[src/verilog/ttl_bus_defs.svh]
`ifndef TTL_BUS_DEFS_SVH
`define TTL_BUS_DEFS_SVH

// Bank sizes
`define TTL_NUM_REGS  4      // 8-bit registers on the internal bus
`define TTL_NUM_FLAGS 4      // JK flag bits

//////////////////////////////
// Command opcodes, top two bits of every command word
`define TTL_OP_XFER   2'd0   // Immediate load or register copy
`define TTL_OP_FLAG   2'd1   // JK code on one flag
`define TTL_OP_READ   2'd2   // Register read
// 2'd3 reserved, answered without side effects

//////////////////////////////
// JK codes as {j,k}, same as the 74x112 table
`define TTL_JK_HOLD   2'b00
`define TTL_JK_CLR    2'b01
`define TTL_JK_SET    2'b10
`define TTL_JK_TOG    2'b11

`endif
[src/verilog/ttl_bus_pkg.sv]
`default_nettype none

`include "ttl_bus_defs.svh"

package ttl_bus_pkg;

   localparam int CMD_W     = 16;                       // Command word width
   localparam int REG_IDX_W = $clog2(`TTL_NUM_REGS);    // Register select width
   localparam int FLG_IDX_W = $clog2(`TTL_NUM_FLAGS);   // Flag select width

   typedef logic [REG_IDX_W-1:0] reg_idx_t;
   typedef logic [FLG_IDX_W-1:0] flag_idx_t;

   //////////////////////////////
   // Transfer view, also used by READ (src_sel only)
   typedef struct packed {
      logic [1:0] op;
      reg_idx_t   src_sel;       // Register driving the bus
      reg_idx_t   dst_sel;       // Register loaded from the bus
      logic       use_imm;       // Bus sourced from imm instead
      logic [7:0] imm;
      logic [CMD_W-2-2*REG_IDX_W-9-1:0] spare;
   } xfer_cmd_t;

   // Flag view
   typedef struct packed {
      logic [1:0] op;            // Same bits as xfer op
      flag_idx_t  flag_sel;
      logic [1:0] jk;            // {j,k}
      logic [CMD_W-2-FLG_IDX_W-2-1:0] spare;
   } flag_cmd_t;

   // One command word, two decodes
   typedef union packed {
      xfer_cmd_t xfer;
      flag_cmd_t flag;
   } cmd_u;

   //////////////////////////////
   typedef struct packed {
      logic req;                 // Four-phase request
      cmd_u cmd;                 // Held stable while req high
   } host_req_t;

   typedef struct packed {
      logic [7:0]                data;   // Bus value of the command
      logic [`TTL_NUM_FLAGS-1:0] flags;  // Flag state after the command
   } bus_rsp_t;

endpackage

`default_nettype wire

[src/verilog/ttl_bus_top.sv]
`include "ttl_bus_defs.svh"

`timescale 1ns/1ps
`default_nettype none

// Register-and-flag section: sequencer, register bank, flag bank
module ttl_bus_top
   import ttl_bus_pkg::*;
(
   input  wire        clk,
   input  wire        rst,
   input  host_req_t  host,
   output logic       ack,
   output bus_rsp_t   rsp
);

   //////////////////////////////
   // Internal bus and strobes
   reg_idx_t                  rd_sel;
   reg_idx_t                  wr_sel;
   logic [7:0]                rd_data;    // Shared register bus
   logic [7:0]                wr_data;
   logic                      wr_en;
   flag_idx_t                 flag_sel;
   logic [1:0]                jk;
   logic                      flag_en;
   logic [`TTL_NUM_FLAGS-1:0] flags;

   bus_sequencer u_seq (
      .clk      (clk),
      .rst      (rst),
      .host     (host),
      .ack      (ack),
      .rsp      (rsp),
      .rd_sel   (rd_sel),
      .rd_data  (rd_data),
      .wr_en    (wr_en),
      .wr_sel   (wr_sel),
      .wr_data  (wr_data),
      .flag_sel (flag_sel),
      .jk       (jk),
      .flag_en  (flag_en),
      .flags    (flags)
   );

   octal_reg_bank u_regs (
      .clk     (clk),
      .rst     (rst),
      .rd_sel  (rd_sel),
      .rd_data (rd_data),
      .wr_en   (wr_en),
      .wr_sel  (wr_sel),
      .wr_data (wr_data)
   );

   jk_flag_bank u_flags (
      .clk      (clk),
      .rst      (rst),
      .flag_sel (flag_sel),
      .jk       (jk),
      .flag_en  (flag_en),
      .flags    (flags)
   );

endmodule

`default_nettype wire

[src/verilog/bus_sequencer.sv]
`include "ttl_bus_defs.svh"

`timescale 1ns/1ps
`default_nettype none

// Four-phase req/ack front end, runs one command at a time
module bus_sequencer
   import ttl_bus_pkg::*;
(
   input  wire                        clk,
   input  wire                        rst,
   input  wire  host_req_t            host,
   output logic                       ack,
   output bus_rsp_t                   rsp,
   output logic [REG_IDX_W-1:0]       rd_sel,
   input  wire  [7:0]                 rd_data,
   output logic                       wr_en,
   output logic [REG_IDX_W-1:0]       wr_sel,
   output logic [7:0]                 wr_data,
   output logic [FLG_IDX_W-1:0]       flag_sel,
   output logic [1:0]                 jk,
   output logic                       flag_en,
   input  wire  [`TTL_NUM_FLAGS-1:0]  flags
);

   // FSM encoding
   localparam logic [1:0] S_IDLE     = 2'd0;
   localparam logic [1:0] S_EXEC     = 2'd1;   // Write or flag update this cycle
   localparam logic [1:0] S_RESP     = 2'd2;   // Capture response
   localparam logic [1:0] S_WAIT_LOW = 2'd3;   // Ack high until req drops

   logic [1:0] state;
   cmd_u       cmd_q;      // Command latched on entry to EXEC
   logic [1:0] op_q;
   logic [7:0] bus_val;    // Value on the internal bus

   assign op_q = cmd_q.xfer.op;   // Same top bits in both views

   //////////////////////////////
   // Register bank steering

   assign rd_sel  = cmd_q.xfer.src_sel;
   assign wr_sel  = cmd_q.xfer.dst_sel;
   assign wr_data = bus_val;
   assign wr_en   = (state == S_EXEC) && (op_q == `TTL_OP_XFER);   // One-cycle strobe

   // Flag bank steering, flag view of the same word
   assign flag_sel = cmd_q.flag.flag_sel;
   assign jk       = cmd_q.flag.jk;
   assign flag_en  = (state == S_EXEC) && (op_q == `TTL_OP_FLAG);

   // Bus source by opcode
   always_comb begin
      case (op_q)
         `TTL_OP_XFER: bus_val = cmd_q.xfer.use_imm ? cmd_q.xfer.imm : rd_data;
         `TTL_OP_READ: bus_val = rd_data;
         `TTL_OP_FLAG: bus_val = 8'h00;   // Flags never drive the bus
         default:      bus_val = 8'h00;   // Reserved op, nothing on the bus
      endcase
   end

   //////////////////////////////
   // Handshake FSM

   always_ff @(posedge clk) begin
      if (!rst) begin
         state <= S_IDLE;
         ack   <= 1'b0;
         rsp   <= '0;
      end else begin
         case (state)
            S_IDLE: begin
               if (host.req)
                  state <= S_EXEC;
            end
            S_EXEC: begin
               state <= S_RESP;   // Bank writes land at this edge
            end
            S_RESP: begin
               // Src unchanged by a copy unless src == dst, same value then
               rsp.data  <= bus_val;
               rsp.flags <= flags;     // Already updated
               ack       <= 1'b1;
               state     <= S_WAIT_LOW;
            end
            S_WAIT_LOW: begin
               // Held req is back-pressure, rsp frozen meanwhile
               if (!host.req) begin
                  ack   <= 1'b0;
                  state <= S_IDLE;
               end
            end
            default: state <= S_IDLE;
         endcase
      end
   end

   // Command capture
   always_ff @(posedge clk) begin
      if ((state == S_IDLE) && host.req)
         cmd_q <= host.cmd;
   end

endmodule

`default_nettype wire

[src/verilog/jk_flag_bank.sv]
`include "ttl_bus_defs.svh"

`timescale 1ns/1ps
`default_nettype none

// JK flag bits, 74x112 table on the rising edge
module jk_flag_bank
   import ttl_bus_pkg::*;
(
   input  wire                        clk,
   input  wire                        rst,
   input  wire  [FLG_IDX_W-1:0]       flag_sel,
   input  wire  [1:0]                 jk,
   input  wire                        flag_en,
   output logic [`TTL_NUM_FLAGS-1:0]  flags
);

   logic [`TTL_NUM_FLAGS-1:0] flags_d;   // Next flag state

   // One JK cell
   function automatic logic jk_next(input logic q, input logic [1:0] code);
      logic n;
      case (code)
         `TTL_JK_HOLD: n = q;
         `TTL_JK_CLR:  n = 1'b0;
         `TTL_JK_SET:  n = 1'b1;
         `TTL_JK_TOG:  n = ~q;
         default:      n = q;
      endcase
      return n;
   endfunction

   //////////////////////////////
   // Next state, selected flag only

   always_comb begin
      for (int i = 0; i < `TTL_NUM_FLAGS; i++) begin
         if (flag_en && (flag_sel == flag_idx_t'(i)))
            flags_d[i] = jk_next(flags[i], jk);
         else
            flags_d[i] = flags[i];   // Unselected flags hold
      end
   end

   always_ff @(posedge clk) begin
      if (!rst) begin
         flags <= '0;
      end else begin
         flags <= flags_d;
      end
   end

endmodule

`default_nettype wire

[src/verilog/octal_reg_bank.sv]
`include "ttl_bus_defs.svh"

`timescale 1ns/1ps
`default_nettype none

// Octal D registers sharing one internal bus, 574 style
module octal_reg_bank
   import ttl_bus_pkg::*;
(
   input  wire        clk,
   input  wire        rst,
   input  wire        [REG_IDX_W-1:0] rd_sel,
   output logic [7:0] rd_data,
   input  wire        wr_en,
   input  wire        [REG_IDX_W-1:0] wr_sel,
   input  wire        [7:0] wr_data
);

   logic [7:0]               regs [`TTL_NUM_REGS];  // Register contents
   logic [`TTL_NUM_REGS-1:0] oe_n;                  // Output enables, active low
   logic [`TTL_NUM_REGS-1:0] we;                    // Per-register clock enables

   //////////////////////////////
   // Select decode

   always_comb begin
      for (int i = 0; i < `TTL_NUM_REGS; i++) begin
         // Only the addressed register drops its /OE
         oe_n[i] = (rd_sel != reg_idx_t'(i));
         we[i]   = wr_en && (wr_sel == reg_idx_t'(i));
      end
   end

   //////////////////////////////
   // Storage

   always_ff @(posedge clk) begin
      if (!rst) begin
         for (int i = 0; i < `TTL_NUM_REGS; i++) begin
            regs[i] <= 8'h00;    // All registers clear
         end
      end else begin
         for (int i = 0; i < `TTL_NUM_REGS; i++) begin
            if (we[i]) begin
               regs[i] <= wr_data;   // Single write port
            end
         end
      end
   end

   //////////////////////////////
   // Bus driver

   // AND-OR in place of tri-state outputs
   // One-hot enables, so never two drivers at once
   always_comb begin
      rd_data = 8'h00;
      for (int i = 0; i < `TTL_NUM_REGS; i++) begin
         rd_data = rd_data | (regs[i] & {8{~oe_n[i]}});
      end
   end

endmodule

`default_nettype wire

[config.mk]
export PLATFORM = sky130hd
export DESIGN_NAME = ttl_bus_top
export DESIGN_NICKNAME = d
export VERILOG_FILES = /design/src/verilog/ttl_bus_pkg.sv /design/src/verilog/ttl_bus_top.sv /design/src/verilog/bus_sequencer.sv /design/src/verilog/jk_flag_bank.sv /design/src/verilog/octal_reg_bank.sv
export VERILOG_INCLUDE_DIRS = /design/src /design/src/verilog
export SDC_FILE = /design/constraint.sdc
export NUM_CORES = 1
export LEC_CHECK = 0
export ABC_AREA = 1
export BUFFER_PORTS_ARGS = -buffer_cell sky130_fd_sc_hd__buf_4
export CORE_ASPECT_RATIO = 0.6
export CORE_MARGIN = 3
export CORE_UTILIZATION = 35
export DETAILED_ROUTE_END_ITERATION = 7
export PLACE_DENSITY = 0.51
export SYNTH_ARGS = -nofsm -noshare
export SYNTH_HDL_FRONTEND = slang
export SYNTH_SLANG_ARGS = --single-unit
[constraint.sdc]
create_clock -name clk -period 2.45 [get_ports clk]
set_input_delay 0.49 -clock clk [delete_from_list [all_inputs] [get_ports clk]]
set_output_delay 0.49 -clock clk [all_outputs]
set_load 0.02 [all_outputs]
== Word-level counts from Yosys, hierarchy flattened ==
Memories as Yosys holds them, arrays and structs flattened.
Cells that the tools add are included.
W data, S select, Z words.
Cells by class
  eq/ne operators: 16
  multiplexer cells: 28
  bitwise logic cells: 20
  reductions and logical operators: 23
Operators by type and width (number)
  $mux W8: 5
  $and A8 B8 Y8: 4
  $or A8 B8 Y8: 3
  $pmux W8 S2: 1
  $eq A2 B2 Y1 const B: 7
  $mux W1: 14
  $pmux W1 S3: 4
  $reduce_and A2 Y1: 6
  $logic_and A1 B1 Y1: 11
  $not A1 Y1: 9
  $eq A2 B1 Y1 const B: 4
  $logic_not A2 Y1: 4
  $ne A2 B2 Y1 const B: 4
  $pmux W2 S4: 1
  $mux W2: 2
  $or A1 B1 Y1: 4
  $reduce_bool A2 Y1: 2
  $ne A2 B1 Y1 const B: 1
  $pmux W1 S2: 1
Word-level totals
  flip-flop bits (word level): 35
  bits in writable memories: 32
  input bits: 19
  output and inout port bits: 13
  logic and storage cells: 97
  memories kept: 1
Memory list
  u_regs.regs: depth 4, width 8, read ports 4, clocked after Yosys merged registers in 0, write ports 4, RTL line octal_reg_bank.sv:19  | logic [7:0] regs [`TTL_NUM_REGS];

== Longest topological paths before layout ==
  depth in word-level cells: 9
  depth in mapped cells: 8
  depth with buffers taken out: 8

== Hierarchy ==
Synthesis repeated with hierarchy kept, for this count alone.
Unflattened totals
  cells, all modules: 393
  area, all modules: 3310.7 sq um
Modules (own cells, without submodules)
  octal_reg_bank: instances 1, cells an instance 167, area each 1617.8 sq um, seq. area each 960.9 sq um
  bus_sequencer: instances 1, cells an instance 183, area each 1446.4 sq um, seq. area each 750.7 sq um
  jk_flag_bank: instances 1, cells an instance 43, area each 246.5 sq um, seq. area each 80.1 sq um

== Worst setup path after synthesis ==
Ideal clock, no wire load.
  path kind: flip-flop to flip-flop
  start: register u_seq.cmd_q[15] (netlist name)
  end: memory u_regs.regs[1][0], enable pin
  library setup time: 0.384 ns
  data arrival time: 1.352 ns
  required time: 2.066 ns
  slack: 0.714 ns
  stages on the path, launching flop included: 4
  buffers on the path: 0
  clock period less this slack: 1.736 ns
  path through: edfxtp_1 -> nor2_8 -> nand2_2 -> o21ai_0
RTL lines
  start, declared: RTL line bus_sequencer.sv:33  | cmd_u cmd_q;
  start signal, assigned: RTL line bus_sequencer.sv:101  | cmd_q <= host.cmd;
  end, declared: RTL line octal_reg_bank.sv:19

==> impl_results.md <==
- Run status: completed
- Sequential cell area fraction in the yosys report: 58.4%
- Leak Pwr: 1.46 nW
- Final cycle utilization of the critical path: 75.5%
- Nature of the critical path startpoint: flip-flop
- DR vias: 2,158
- Total congestion overflow: 0
- Fraction of registers with async set/reset: 0%
- #FFs+latches synth: 66
- Worst-path clk slew: 0.05 ns
- Highest achievable clock rate: 541 MHz
- First-pass GRT wire length: 11,100 um
- Fraction of layout cells with a size suffix above 1: 23.0%
- Average routed wire per standard cell: 14.8 um
- Peak supply drop: 0.462 mV
- Non-filler instance count after layout: 452
- First-pass iteration count of the detailed router: 4
- Slew headroom: 62.3%
- Post_cts resized: 0
- Buffer type at the clock tree root: clkbuf_16
- Maximum fanout along the worst path: 10
- Tightest Hold Check Type: input pin to flip-flop
- Half-perimeter wire length of the detailed placement result: 4880 um
- Std cell rows: 25
- Worst Path Class, Setup: flip-flop to flip-flop
- Full die area: 9960 sq um
- Final Hold Vio Count: 0
- Most common library cell in the layout ignoring fill and taps: nand2_1
- Via count of the first global-routing pass: 2,085
- Post-Synthesis Cell Area: 3070 sq um
- CTS tree: yes
- Largest stage delay, worst path: 0.62 ns
- Final Total Pwr: 2.97 mW
- Max-capacitance violation count: 0
- Die span in x: 127 um
- Clock insertion delay at the later pin of the skew report: 0.32 ns
- DRC errors left: 0
- Final setup violation count: 0
- Number of buffers inserted by port buffering: 30
- Total power per unit cell area: 818 nW/um^2
- Sum Neg Setup Slack: 0 ns
- Final layout net count: 363
- Deepest level of the CTS H-tree: 3
- Placed Cells: 436
- EDFF count, synth: 47
- Post-Synthesis Net Count: 330
- Slowest cell on the critical path: edfxtp_1
- Final weighted congestion in routability-driven placement: 0.793
- Count of hold-fix buffers inserted at cts: 0
- Number of unique standard cell types used by synthesis: 25
- Post-CTS Repair Setup Buffers: 0
- Type of destination of the critical path: flip-flop
- Required arrival time at the worst endpoint: 2.43 ns
- Most frequent cells in the layout: 53 x nand2_1, 51 x nor2_1, 47 x edfxtp_1, 36 x buf_4, 34 x nand3_1
- Bufs on Longest Clock Path: 2
- Total of warnings raised by yosys: 0
- Standard cell core area: 8200 sq um
- Cell repeated most along the worst path: nand2_1
- Arrival time at the worst endpoint: 1.83 ns
- Number of DRC violations after detailed-routing iteration 0: 187
- Mean area per synthesized cell: 10.0 sq um
- Layout filler cell count: 791
- Cell count after synthesis: 306
- Detailed-route wire length: 6680 um
- Crit path time final: 1.85 ns
- Number of nets with antenna violations after routing: 0
- Max-slew violation count: 0
- Post-synth top flop: edfxtp_1
- Tightest hold margin: 0.338 ns
- Initial Util: 37.4%
- Layout-stage area growth over the synthesis result: 18.2%
- Die height: 78.5 um
- Num Clock Sinks: 66
- Antenna violations before repair: 0
- Global-route usage over all layers: 14.7%
- I/O Pins: 32
- Series of cell instances along the critical path: nor2_8 > nand2_2 > clkinv_2 > nand2_1 > nand2_1
- Pin count of the biggest net entering global routing: 28
- Transition time of the tightest slew-check pin: 0.566 ns
- Number of antenna repair diodes: 0
- Via-per-instance ratio: 4.77
- Total clock buffers created by CTS: 9
- Worst clock skew: 0.00426 ns
- Unrepaired setup endpoints after global routing: false
## area by class of cell
class	count	area, sq um	area share [%]
Clock inverter	4	18.8	0.518
Inverter	22	83.8	2.31
Timing Repair Buffer	36	270	7.46
Multi-Input combinational cell	204	1090	30.0
Clock buffer	12	236	6.53
Tap cell	108	135	3.73
Sequential cell	66	1790	49.4
## through the flow
stage | setup WS [ns] | area (sq um) | utilization (%)
final | 0.600 | 3620 | 44.2
after global routing | 0.479 | 3620 | 44.2
after CTS | 0.598 | 3620 | 44.2
after detailed placement | 0.603 | 3370 | 41.1
after global placement | 0.655 | 3370 | 41.1
after floorplan | 0.714 | 3070 | -
## power breakdown
part / leakage [nW] / switching [mW] / internal [mW]
combinational: 0.704 / 0.316 / 0.163
clock: 0.128 / 0.433 / 0.675
sequential: 0.628 / 0.0758 / 1.30
## cell families (layout without fill, tap and decap cells)
| family | after synthesis | count (layout) | synth area share (%) |
|---|---|---|---|
| fa+ha+maj | 5 | 5 | 2.04 |
| simple gates | 158 | 158 | 25.4 |
| buf+inv | 36 | 74 | 6.12 |
| compound gates | 41 | 41 | 8.00 |
| flops | 66 | 66 | 58.4 |
## routing by layer
metal,wire (um),GRT usage (%)
met1,3640,22.4
met2,2660,19.2
met3,362,5.10
met4,21,4.50
met5,0,0
## worst max-delay path: cells and delay by family (launching register included)
family | cells | cell delay (ns)
AND/OR/NAND/NOR | 4 | 0.72
buffers and inverters | 1 | 0.15
flip-flops | 1 | 0.62
## cell usage after synthesis, types with 3 or more instances
master	n	area, sq um
o21ai_0	17	85.1
a31oi_1	8	50.1
dfxtp_1	19	380
nand3_1	34	170
a21oi_1	8	40.0
inv_2	3	11.3
buf_6	5	56.3
ha_1	5	62.6
buf_2	4	20.0
nor3_2	3	30.0
inv_1	18	67.6
a21oi_2	8	70.1
nand2_1	53	199
edfxtp_1	47	1410
nand2_2	9	56.3
nor2_1	51	191
## flip-flops by register name, indices dropped and copies added, names as in the netlist
register and cells:
u_regs.regs 32, u_seq.rsp 12, u_seq.state 2, u_flags.flags 4
u_seq.ack 1, u_seq.cmd_q 15
## path summary, 6_finish.rpt
path	slack [ns]	startpoint	cells past startpoint	end
setup / recovery	0.60	u_seq.cmd_q[14]	5	u_regs.regs[2][0]
hold / removal	0.34	host[10]	1	u_seq.cmd_q[10]
setup reg to reg	0.60	u_seq.cmd_q[14]	5	u_regs.regs[2][0]
hold reg to reg	0.47	u_seq.ack	2	u_seq.ack
(Power assumes the default switching activity.)
